File: src/hw/lsu_bus_pkg.sv
// data bus side types for the load/store unit
// address, data, byte-enable and offset vectors plus the bus request struct

`default_nettype none

package lsu_bus_pkg;

  // bus data path width, byte-lane logic assumes four lanes
  localparam int unsigned DataWidth = 32;

  typedef logic [31:0]            addr_t;   // byte address, always 32 bit on the bus
  typedef logic [DataWidth-1:0]   data_t;   // store data, load data, bus read data
  typedef logic [DataWidth/8-1:0] be_t;     // one enable per byte lane
  typedef logic [1:0]             offset_t; // byte offset within a word

  ////////////////////////////////////////////////////////////////////////////
  // request payload, the req strobe travels separately
  ////////////////////////////////////////////////////////////////////////////

  typedef struct packed {
    addr_t addr;  // word aligned
    logic  we;    // 1 = store
    be_t   be;    // active byte lanes
    data_t wdata; // already rotated into lane position
  } bus_req_t;

endpackage

`default_nettype wire
File: src/hw/lsu_access_pkg.sv
// core side types for the load/store unit
// access size and FSM state enums, command and captured-control structs

`default_nettype none

package lsu_access_pkg;

  // access size as encoded by the decoder, code 2'b11 is treated as byte too
  typedef enum logic [1:0] {
    SIZE_WORD = 2'b00,
    SIZE_HALF = 2'b01,
    SIZE_BYTE = 2'b10
  } access_size_e;

  // transaction sequencer states
  typedef enum logic [2:0] {
    IDLE,                      // no request outstanding in the address phase
    WAIT_GNT_MIS,              // first part of a split access waits for grant
    WAIT_RVALID_MIS,           // first part granted, second part requested
    WAIT_GNT,                  // single or second part waits for grant
    WAIT_RVALID_MIS_GNTS_DONE  // both granted, first rvalid still pending
  } ls_state_e;

  // request from the execute stage
  typedef struct packed {
    logic                we;       // 1 = store
    access_size_e        size;
    logic                sign_ext; // sign extend loaded half/byte
    lsu_bus_pkg::data_t  wdata;    // store data, unrotated
    lsu_bus_pkg::addr_t  addr;     // byte address, may be misaligned
  } lsu_cmd_t;

  // context held for the response phase
  typedef struct packed {
    lsu_bus_pkg::offset_t offset;
    access_size_e         size;
    logic                 sign_ext;
    logic                 we;
  } lsu_ctrl_t;

endpackage

`default_nettype wire

File: src/hw/lsu_top.sv
// load/store unit top level
// connects the FSM and the store and load data paths to core and bus ports

`timescale 1ns/1ps
`default_nettype none

module lsu_top #(
  parameter int unsigned AddrWidth = 32
) (
  input  wire logic                     clk_i,
  input  wire logic                     rst_ni,
  // execute stage side
  input  wire logic                     lsu_req_i,
  input  wire lsu_access_pkg::lsu_cmd_t lsu_cmd_i,
  output lsu_bus_pkg::data_t            lsu_rdata_o,
  output logic                          lsu_rdata_valid_o,
  output logic                          lsu_resp_valid_o,
  output logic                          lsu_req_done_o,
  output logic                          addr_incr_req_o,
  output logic [AddrWidth-1:0]          addr_last_o,
  output logic                          load_err_o,
  output logic                          store_err_o,
  output logic                          busy_o,
  // data bus side
  output logic                          data_req_o,
  output lsu_bus_pkg::bus_req_t         bus_req_o,
  input  wire logic                     data_gnt_i,
  input  wire logic                     data_rvalid_i,
  input  wire logic                     data_err_i,
  input  wire lsu_bus_pkg::data_t       data_rdata_i
);

  logic                      ctrl_update;
  logic                      rdata_update;
  logic                      split_second;
  lsu_access_pkg::lsu_ctrl_t ctrl;        // captured context, we bit used by FSM

  lsu_fsm #(
    .AddrWidth (AddrWidth)
  ) u_fsm (
    .clk_i, .rst_ni, .lsu_req_i,
    .cmd_i            (lsu_cmd_i),
    .ctrl_we_i        (ctrl.we),
    .data_gnt_i, .data_rvalid_i, .data_err_i,
    .data_req_o, .addr_incr_req_o,
    .ctrl_update_o    (ctrl_update),
    .rdata_update_o   (rdata_update),
    .split_second_o   (split_second),
    .lsu_req_done_o, .lsu_resp_valid_o, .lsu_rdata_valid_o,
    .load_err_o, .store_err_o, .addr_last_o, .busy_o
  );

  lsu_store_align u_store_align (
    .cmd_i          (lsu_cmd_i),
    .split_second_i (split_second),
    .bus_req_o
  );

  lsu_load_align u_load_align (
    .clk_i, .rst_ni,
    .cmd_i          (lsu_cmd_i),
    .ctrl_update_i  (ctrl_update),
    .rdata_update_i (rdata_update),
    .data_rdata_i,
    .ctrl_o         (ctrl),
    .lsu_rdata_o
  );

endmodule

`default_nettype wire

File: src/hw/lsu_load_align.sv
// load side data path
// captured transaction context, first-part rdata holding register,
// word/half/byte realignment and sign or zero extension

`timescale 1ns/1ps
`default_nettype none

module lsu_load_align (
  input  wire logic                     clk_i,
  input  wire logic                     rst_ni,
  input  wire lsu_access_pkg::lsu_cmd_t cmd_i,
  input  wire logic                     ctrl_update_i,  // capture context at grant
  input  wire logic                     rdata_update_i, // capture first response word
  input  wire lsu_bus_pkg::data_t       data_rdata_i,
  output lsu_access_pkg::lsu_ctrl_t     ctrl_o,
  output lsu_bus_pkg::data_t            lsu_rdata_o
);

  lsu_access_pkg::lsu_ctrl_t ctrl_q;

  logic [31:8]        rdata_q;    // upper bytes of the first part
  lsu_bus_pkg::data_t word_raw;
  logic [15:0]        half_raw;
  logic [7:0]         byte_raw;

  always_ff @(posedge clk_i or negedge rst_ni) begin
    if (!rst_ni) begin
      ctrl_q.offset   <= '0;
      ctrl_q.size     <= lsu_access_pkg::SIZE_WORD;
      ctrl_q.sign_ext <= 1'b0;
      ctrl_q.we       <= 1'b0;
    end else if (ctrl_update_i) begin
      ctrl_q.offset   <= cmd_i.addr[1:0];
      ctrl_q.size     <= cmd_i.size;
      ctrl_q.sign_ext <= cmd_i.sign_ext;
      ctrl_q.we       <= cmd_i.we;
    end
  end

  always_ff @(posedge clk_i) begin
    if (rdata_update_i) begin
      rdata_q <= data_rdata_i[31:8];
    end
  end

  ////////////////////////////////////////////////////////////////////////////
  // realignment
  ////////////////////////////////////////////////////////////////////////////

  // low bytes come from the held first word, high bytes from the current one
  always_comb begin
    unique case (ctrl_q.offset)
      2'b00:   word_raw = data_rdata_i;
      2'b01:   word_raw = {data_rdata_i[7:0],  rdata_q[31:8]};
      2'b10:   word_raw = {data_rdata_i[15:0], rdata_q[31:16]};
      default: word_raw = {data_rdata_i[23:0], rdata_q[31:24]};
    endcase
  end

  always_comb begin
    unique case (ctrl_q.offset)
      2'b00:   half_raw = data_rdata_i[15:0];
      2'b01:   half_raw = data_rdata_i[23:8];
      2'b10:   half_raw = data_rdata_i[31:16];
      default: half_raw = {data_rdata_i[7:0], rdata_q[31:24]}; // crosses the word boundary
    endcase
  end

  assign byte_raw = data_rdata_i[{ctrl_q.offset, 3'b000} +: 8]; // byte never splits

  // extension by captured size and sign flag
  always_comb begin
    unique case (ctrl_q.size)
      lsu_access_pkg::SIZE_WORD: lsu_rdata_o = word_raw;
      lsu_access_pkg::SIZE_HALF: lsu_rdata_o = {{16{ctrl_q.sign_ext & half_raw[15]}}, half_raw};
      default:                   lsu_rdata_o = {{24{ctrl_q.sign_ext & byte_raw[7]}}, byte_raw};
    endcase
  end

  assign ctrl_o = ctrl_q;

endmodule

`default_nettype wire

File: src/hw/lsu_store_align.sv
// store side data path
// byte-enable generation, store data rotation and word-aligned bus address

`timescale 1ns/1ps
`default_nettype none

module lsu_store_align (
  input  wire lsu_access_pkg::lsu_cmd_t cmd_i,
  input  wire logic                     split_second_i, // second part of a split access
  output lsu_bus_pkg::bus_req_t         bus_req_o
);

  lsu_bus_pkg::offset_t offset;
  lsu_bus_pkg::be_t     be;
  lsu_bus_pkg::data_t   wdata;

  assign offset = cmd_i.addr[1:0];

  // lanes touched by this part of the access
  always_comb begin
    unique case (cmd_i.size)
      lsu_access_pkg::SIZE_WORD: begin
        if (!split_second_i) begin
          be = 4'b1111 << offset;               // lanes from offset up to lane 3
        end else begin
          be = 4'b1111 >> (3'd4 - offset);      // remaining low lanes, offset 1 gives lane 0
        end
      end
      lsu_access_pkg::SIZE_HALF: begin
        if (!split_second_i) begin
          be = 4'b0011 << offset;               // offset 3 leaves only lane 3
        end else begin
          be = 4'b0001;                         // spill byte of offset 3
        end
      end
      default: be = 4'b0001 << offset;          // byte, also the spare code
    endcase
  end

  // rotate left by the offset so each byte lands in its lane
  always_comb begin
    unique case (offset)
      2'b00:   wdata = cmd_i.wdata;
      2'b01:   wdata = {cmd_i.wdata[23:0], cmd_i.wdata[31:24]};
      2'b10:   wdata = {cmd_i.wdata[15:0], cmd_i.wdata[31:16]};
      default: wdata = {cmd_i.wdata[7:0],  cmd_i.wdata[31:8]};
    endcase
  end

  assign bus_req_o.addr  = {cmd_i.addr[31:2], 2'b00}; // bus is word addressed
  assign bus_req_o.we    = cmd_i.we;
  assign bus_req_o.be    = be;
  assign bus_req_o.wdata = wdata;

endmodule

`default_nettype wire

File: src/hw/lsu_fsm.sv
// load/store transaction FSM
// misaligned split decision, first-part error tracking, last-address register
// and the core response qualifiers

`timescale 1ns/1ps
`default_nettype none

module lsu_fsm #(
  parameter int unsigned AddrWidth = 32
) (
  input  wire logic                     clk_i,
  input  wire logic                     rst_ni,
  input  wire logic                     lsu_req_i,         // level, held until done
  input  wire lsu_access_pkg::lsu_cmd_t cmd_i,
  input  wire logic                     ctrl_we_i,         // captured write enable
  input  wire logic                     data_gnt_i,
  input  wire logic                     data_rvalid_i,
  input  wire logic                     data_err_i,        // only valid with rvalid
  output logic                          data_req_o,
  output logic                          addr_incr_req_o,   // ask EX for next word address
  output logic                          ctrl_update_o,
  output logic                          rdata_update_o,
  output logic                          split_second_o,    // second part in flight
  output logic                          lsu_req_done_o,
  output logic                          lsu_resp_valid_o,
  output logic                          lsu_rdata_valid_o,
  output logic                          load_err_o,
  output logic                          store_err_o,
  output logic [AddrWidth-1:0]          addr_last_o,       // trap value source
  output logic                          busy_o
);

  lsu_access_pkg::ls_state_e state_q, state_d;

  logic                 split_access;            // needs two bus transactions
  logic                 mis_q, mis_d;            // high between first grant and second grant
  logic                 err_q, err_d;            // bus error of the first part
  logic                 err_any;
  logic                 addr_update;
  logic [AddrWidth-1:0] addr_cur;
  logic [AddrWidth-1:0] addr_last_q;

  assign addr_cur = AddrWidth'(cmd_i.addr);

  // word off alignment, or halfword crossing into the next word
  assign split_access =
      ((cmd_i.size == lsu_access_pkg::SIZE_WORD) && (cmd_i.addr[1:0] != 2'b00)) ||
      ((cmd_i.size == lsu_access_pkg::SIZE_HALF) && (cmd_i.addr[1:0] == 2'b11));

  ////////////////////////////////////////////////////////////////////////////
  // next state and update strobes
  ////////////////////////////////////////////////////////////////////////////

  always_comb begin
    state_d         = state_q;
    mis_d           = mis_q;
    err_d           = err_q;
    data_req_o      = 1'b0;
    addr_incr_req_o = 1'b0;
    addr_update     = 1'b0;
    ctrl_update_o   = 1'b0;
    rdata_update_o  = 1'b0;

    unique case (state_q)
      lsu_access_pkg::IDLE: begin
        if (lsu_req_i) begin
          data_req_o = 1'b1;
          err_d      = 1'b0;            // fresh transaction
          if (data_gnt_i) begin
            ctrl_update_o = 1'b1;
            addr_update   = 1'b1;
            mis_d         = split_access;
            state_d       = split_access ? lsu_access_pkg::WAIT_RVALID_MIS : lsu_access_pkg::IDLE;
          end else begin
            state_d       = split_access ? lsu_access_pkg::WAIT_GNT_MIS : lsu_access_pkg::WAIT_GNT;
          end
        end
      end

      lsu_access_pkg::WAIT_GNT_MIS: begin
        data_req_o = 1'b1;              // first part, hold until granted
        if (data_gnt_i) begin
          ctrl_update_o = 1'b1;
          addr_update   = 1'b1;
          mis_d         = 1'b1;
          state_d       = lsu_access_pkg::WAIT_RVALID_MIS;
        end
      end

      lsu_access_pkg::WAIT_RVALID_MIS: begin
        data_req_o      = 1'b1;         // second part goes out right away
        addr_incr_req_o = 1'b1;
        if (data_rvalid_i) begin
          err_d          = data_err_i;  // remember first-part result
          rdata_update_o = ~ctrl_we_i;  // keep upper bytes for realignment
          addr_update    = data_gnt_i & ~data_err_i;
          mis_d          = ~data_gnt_i;
          state_d        = data_gnt_i ? lsu_access_pkg::IDLE : lsu_access_pkg::WAIT_GNT;
        end else if (data_gnt_i) begin
          mis_d   = 1'b0;               // second granted before first response
          state_d = lsu_access_pkg::WAIT_RVALID_MIS_GNTS_DONE;
        end
      end

      lsu_access_pkg::WAIT_GNT: begin
        data_req_o      = 1'b1;
        addr_incr_req_o = mis_q;        // only for the second part of a split
        if (data_gnt_i) begin
          ctrl_update_o = 1'b1;
          addr_update   = ~err_q;       // keep the first failing address
          mis_d         = 1'b0;
          state_d       = lsu_access_pkg::IDLE;
        end
      end

      lsu_access_pkg::WAIT_RVALID_MIS_GNTS_DONE: begin
        addr_incr_req_o = 1'b1;         // EX still presents the second address
        if (data_rvalid_i) begin
          err_d          = data_err_i;
          addr_update    = ~data_err_i;
          rdata_update_o = ~ctrl_we_i;
          state_d        = lsu_access_pkg::IDLE;
        end
      end

      default: state_d = lsu_access_pkg::IDLE;
    endcase
  end

  always_ff @(posedge clk_i or negedge rst_ni) begin
    if (!rst_ni) begin
      state_q     <= lsu_access_pkg::IDLE;
      mis_q       <= 1'b0;
      err_q       <= 1'b0;
      addr_last_q <= '0;
    end else begin
      state_q <= state_d;
      mis_q   <= mis_d;
      err_q   <= err_d;
      if (addr_update) begin
        addr_last_q <= addr_cur;
      end
    end
  end

  ////////////////////////////////////////////////////////////////////////////
  // core side outputs
  ////////////////////////////////////////////////////////////////////////////

  assign err_any           = err_q | data_err_i;  // either part failed
  assign lsu_req_done_o    = (lsu_req_i | (state_q != lsu_access_pkg::IDLE)) &
                             (state_d == lsu_access_pkg::IDLE);
  assign lsu_resp_valid_o  = data_rvalid_i & (state_q == lsu_access_pkg::IDLE);
  assign lsu_rdata_valid_o = lsu_resp_valid_o & ~err_any & ~ctrl_we_i;
  assign load_err_o        = lsu_resp_valid_o & err_any & ~ctrl_we_i;
  assign store_err_o       = lsu_resp_valid_o & err_any &  ctrl_we_i;
  assign split_second_o    = mis_q;
  assign addr_last_o       = addr_last_q;
  assign busy_o            = (state_q != lsu_access_pkg::IDLE);

endmodule

`default_nettype wire

File: config.mk
export PLATFORM = sky130hd
export DESIGN_NAME = lsu_top
export DESIGN_NICKNAME = d
export VERILOG_FILES = /design/src/hw/lsu_bus_pkg.sv /design/src/hw/lsu_access_pkg.sv /design/src/hw/lsu_top.sv /design/src/hw/lsu_load_align.sv /design/src/hw/lsu_store_align.sv /design/src/hw/lsu_fsm.sv
export SDC_FILE = /design/constraint.sdc
export NUM_CORES = 1
export LEC_CHECK = 0
export BUFFER_PORTS_ARGS = -buffer_cell sky130_fd_sc_hd__clkbuf_2
export CAP_MARGIN = 20
export CORE_MARGIN = 4
export CORE_UTILIZATION = 50
export CTS_BUF_LIST = sky130_fd_sc_hd__clkbuf_4 sky130_fd_sc_hd__clkbuf_8
export CTS_CLUSTER_DIAMETER = 100
export DETAILED_ROUTE_END_ITERATION = 6
export PLACE_DENSITY = 0.91
export SYNTH_ARGS = -nofsm -noshare
export SYNTH_HDL_FRONTEND = slang
export SYNTH_SLANG_ARGS = --single-unit
File: constraint.sdc
create_clock -name clk_i -period 3.9 [get_ports clk_i]
set_clock_uncertainty 0.2 [all_clocks]
set_input_delay 0.78 -clock clk_i [delete_from_list [all_inputs] [get_ports clk_i]]
set_output_delay 0.78 -clock clk_i [all_outputs]
set_load 0.1 [all_outputs]
Word-level counts from Yosys, hierarchy flattened. Index checks and enable logic that the tools add are counted.

Output and inout bits: 141. Register bits after elaboration: 67. Bits of input ports: 106. Word-level logic and storage cells: 104.

Bitwise gates (word level): 17. Reduce and logical (&&, ||, !) cells: 18. Multiplexer cells: 39. Shifts and indexed selects: 5. Add/subtract/negate cells: 1. Equality and inequality tests: 15.

Operators with widths (number): case mux 32 bit (3 select lines) (2); case mux 32 bit (2 select lines) (1); case mux 16 bit (3 select lines) (1); indexed part select 32 x 6 -> 8 bit (1); two-way mux 3 bit (7); two-way mux 1 bit (15); case mux 3 bit (5 select lines) (1); bitwise AND 1 bit (10); == test 2 x 1 -> 1 bit (second input constant) (4); logical NOT 2 bit (4); two-way mux 4 bit (2); case mux 1 bit (2 select lines) (4); case mux 4 bit (2 select lines) (1); == test 2 bit (second input constant) (3); == test 3 x 2 -> 1 bit (second input constant) (2); logical NOT 3 bit (2); two-way mux 2 bit (3); != test 2 bit (second input constant) (3); inverter 1 bit (5); case mux 1 bit (5 select lines) (1); case mux 1 bit (4 select lines) (1); AND reduction 4 bit (1); nonzero test 2 bit (2); nonzero test 4 bit (1); 15 further kinds (18).

Depth between registers and ports, before layout.
Depth after elaboration: 9. Gate-level depth with buffers: 9.

Modules after synthesis. From an unflattened synthesis, not the netlist that was laid out.

Cell total of the unflattened synthesis: 585. Area, all modules: 5823.1 um^2.

Modules (own cells, without submodules): lsu_load_align (cells each 271, times used 1, sequential area each 870.8 um^2, area an instance 2643.8 um^2); lsu_fsm (cells each 140, times used 1, sequential area each 925.9 um^2, area an instance 1861.8 um^2); lsu_store_align (cells each 174, times used 1, sequential area each 0.0 um^2, area an instance 1317.5 um^2).

Worst setup path before layout. Ideal clock, no wire load.

Path kind: in2out. From: in data_rvalid_i. To: out lsu_rdata_valid_o. Setup slack: -1279 ps. Stages on the path: 3. Data arrival time: 4199 ps. Path buffers: 0. Cell sequence: or2b_1 > or3_1 > nor4_1.

Word-level cells in the longest chain between the ends: 3.

Ends and longest elaborated chain: from (decl) (line lsu_top.sv:28) `input wire logic data_rvalid_i,`; bitwise AND 1 bit (line lsu_fsm.sv:153) `assign lsu_resp_valid_o = data_rvalid_i & (state_q == lsu_access_pkg::IDLE);`; bitwise AND 1 bit (2 in a row) (line lsu_fsm.sv:154) `assign lsu_rdata_valid_o = lsu_resp_valid_o & ~err_any & ~ctrl_we_i;`; to (decl) (line lsu_top.sv:16) `output logic lsu_rdata_valid_o,`.

No other way between the ends.

Worst setup path in the final report.
From: reg u_load_align.ctrl_q, in the netlist u_load_align.ctrl_o[5]. To: out lsu_rdata_o[14].

Word-level cells in the longest chain between the ends: 3. Elaborated cells between the ends (all ways): 8. Classes of those cells: eq/ne: 2; shift: 1; mux: 3; bitwise: 1; reduce/logical: 1.

Ends and longest elaborated chain: from (decl) (line lsu_load_align.sv:19) `lsu_access_pkg::lsu_ctrl_t ctrl_q;`; indexed part select 32 x 6 -> 8 bit (tied with other cells) (line lsu_load_align.sv:69) `assign byte_raw = data_rdata_i[{ctrl_q.offset, 3'b000} +: 8];`; bitwise AND 1 bit (tied with other cells) (line lsu_load_align.sv:76) `default: lsu_rdata_o = {{24{ctrl_q.sign_ext & byte_raw[7]}}, byte_raw};`; case mux 32 bit (2 select lines) (*) (line lsu_load_align.sv:73) `unique case (ctrl_q.size)`; to (decl) (line lsu_top.sv:15) `output lsu_bus_pkg::data_t lsu_rdata_o,`.

Mark *: on every way between the ends. The rest lies on a longest branch, timed or not.

==> flow_summary.json <==
{
  "outcome": "finished with violations",
  "violations": "DRC",
  "grtUsageMet1": 0.3203,
  "routed_wl_um": 17170,
  "drive_gt1_frac": 0.4843,
  "synth_ff_type": "dfrtp_1",
  "insertedDiodeCount": 0,
  "endpoint_kind": "output port",
  "crit_path_start": "u_load_align.ctrl_o[5]",
  "rows": 38,
  "synth-seq-cells": 67,
  "core_area_sq_um": 10890,
  "maxCapViolations": 0,
  "hold_class": "in2async",
  "synth_top_cell_area_share": 0.1921,
  "die_w_um": 113.9,
  "die_h_um": 113.9,
  "place_congestion": 0.8941,
  "grt_use_met3": 0.05782,
  "multi_input_area_sq_um": 3267,
  "dieArea_sq_um": 12960,
  "yosysTopAreaCell": "dfrtp_1",
  "fill_cells": 820,
  "cp_max_fo": 22,
  "worst_slack_ns": 0.2246,
  "area_growth_syn_to_layout_pct": 34.43,
  "final_util": 0.6918,
  "syn-cell-area_sq_um": 5603,
  "avgViaCountPerCell": 6.066,
  "port_buffers": 244,
  "ioPinCount": 247,
  "fmax_mhz": 272.1,
  "grt.overflow.total": 0,
  "synth_cells": 566,
  "critPathKind": "reg2out",
  "synth_edf_count": 24,
  "grt_pass1_vias": 5164,
  "drtIter0Drc": 790,
  "clockBufferDepth": 2,
  "pre_cts_slack_ns": 0.3723,
  "cts-htree-levels": 3,
  "worst_setup_hold_path_clk_slew_ns": 0.08,
  "cts_root_buffer": "clkbuf_8",
  "postSynth.asyncResetShare": 0.6418,
  "cts_tree": "yes",
  "cts_hold_buf": 0,
  "period_minus_slack_ns": 3.675,
  "required_ns": 2.92,
  "use_met2": 0.4272,
  "cts.sinks": 67,
  "vias": 5484,
  "first_pass_iters": 7,
  "relSlewSlack": 0.5963,
  "fin_nets": 871,
  "cts_buffers": 9,
  "grt_pass1_wl_um": 26400,
  "synth_most_common_cell": "nand2_1",
  "r2r-start": "u_fsm.state_q[1]",
  "clock_latency_ns": 0.35,
  "ys_types": 58,
  "start_util": 0.5146,
  "cts_setup_buffers": 0,
  "rsz0062_at_grt": "false",
  "grt_antenna_before_repair": 0,
  "ant_nets": 0,
  "wl_per_cell_um": 18.99,
  "track_usage": 0.2531,
  "drv_slew": 0,
  "synth_common_cells": "47 x nand2_1, 43 x dfrtp_1, 43 x inv_1, 43 x mux2i_1, 36 x buf_4",
  "setup_violations": 0,
  "tightestPinTransition_ns": 0.6016,
  "busiest_layer": "met2",
  "hpwl_um": 12920,
  "synth_area_leaders": "dfrtp_1 19%, edfxtp_1 13%, mux2_4 8.0%",
  "synth.yosys.seq_area_share": 0.3207,
  "hold_viol": 0,
  "grt_max_degree": 44,
  "syn_area_per_cell_sq_um": 9.899,
  "cts_resized": 0,
  "yosysWarnings": 0,
  "regArea_sq_um": 1799,
  "critPathLaunchType": "flop",
  "fin_crit_sh": 0.9424,
  "drc": 15,
  "crit_arrival_ns": 2.70
}
cells in the final DEF (no fill, tap or decap), types with 3 or more instances in the layout:
master / instances
clkbuf_2: 208
nand2_1: 47
inv_1: 43
mux2i_1: 43
dfrtp_1: 41
buf_12: 38
nor2_1: 33
a222oi_1: 32
mux2_4: 30
edfxtp_1: 24
mux2_2: 20
mux4_2: 17
a21oi_1: 16
buf_4: 16
o21ai_0: 14
nand2b_1: 11
o22ai_1: 10
clkbuf_8: 10
nor2b_1: 8
o21ai_1: 8
a211oi_1: 7
o31ai_2: 5
a21o_1: 5
o22a_1: 5
ha_1: 5
and2_1: 4
or2_2: 4
a22o_1: 4
nor3_1: 4
a31oi_1: 3
area by class of cell:
cell class / instances / share of cell area
Multi-Input combinational cell: 376 / 0.4337
Timing Repair Buffer: 262 / 0.2551
Sequential cell: 67 / 0.2389
Tap cell: 140 / 0.02326
Inverter: 43 / 0.02143
Clock buffer: 10 / 0.01827
Clock inverter: 6 / 0.009302
final timing paths:
kind                            slack, ns  cells past startpoint                endpoint
worst min register to register       0.32                      1    u_fsm.addr_last_o[7]
worst max-delay path                 0.22                      5         lsu_rdata_o[14]
worst min-delay path                 0.06                      1   u_fsm.addr_last_o[22]
min in group clk_i                   0.32                      1    u_fsm.addr_last_o[7]
worst max register to register       1.41                      5   u_fsm.addr_last_o[21]
max in group asynchronous            2.97                      2  u_load_align.ctrl_o[5]
worst max-delay path, stage by stage, from the launching register on:
cell and delay [ns]:
dfrtp_2 0.68, buf_4 0.31, mux2i_1 0.12, mux4_2 0.49
o31ai_2 0.25, clkbuf_2 0.50
per-layer routing:
layer,vias to the layer above,part of all wire
met5,-,0
li1,2470,-
met2,349,0.51
met4,0,0.022
met1,2620,0.38
met3,45,0.089
logic make-up after synthesis:
group / count (synthesis) / share of synthesized area
flip-flops: 67 / 0.3207
AO/OA/AOI/OAI: 134 / 0.1804
AND/OR/NAND/NOR: 124 / 0.1052
adder cells (fa/ha/maj): 6 / 0.01340
buffers and inverters: 124 / 0.1139
multiplexers: 110 / 0.2657
other: 1 / 0.0006693
state kept, by name (all words and copies together), names as in the netlist:
signal and flops:
u_load_align.ctrl_o 6, u_fsm.addr_last_o 32, u_fsm.split_second_o 1, u_load_align.rdata_q 24, u_fsm.state_q 3, u_fsm.err_q 1
stage by stage:
| step | hold WS [ns] | area (sq um) | instances | TNS (ns) |
|---|---|---|---|---|
| 4_1_cts | 0.3174 | 7512 | 903 | 0 |
| 3_3_place_gp | 0.2900 | 7305 | 887 | 0 |
| 3_5_place_dp | 0.2917 | 7305 | 887 | 0 |
| 6_report | 0.05876 | 7532 | 904 | 0 |
| 2_1_floorplan | 0.2844 | 5680 | 567 | -10.52 |
| 5_1_grt | 0.04160 | 7532 | 904 | 0 |
Power is left out: the tool's default activity adds up to more than one toggle a clock period on the data nets, which glitch-free logic cannot reach.
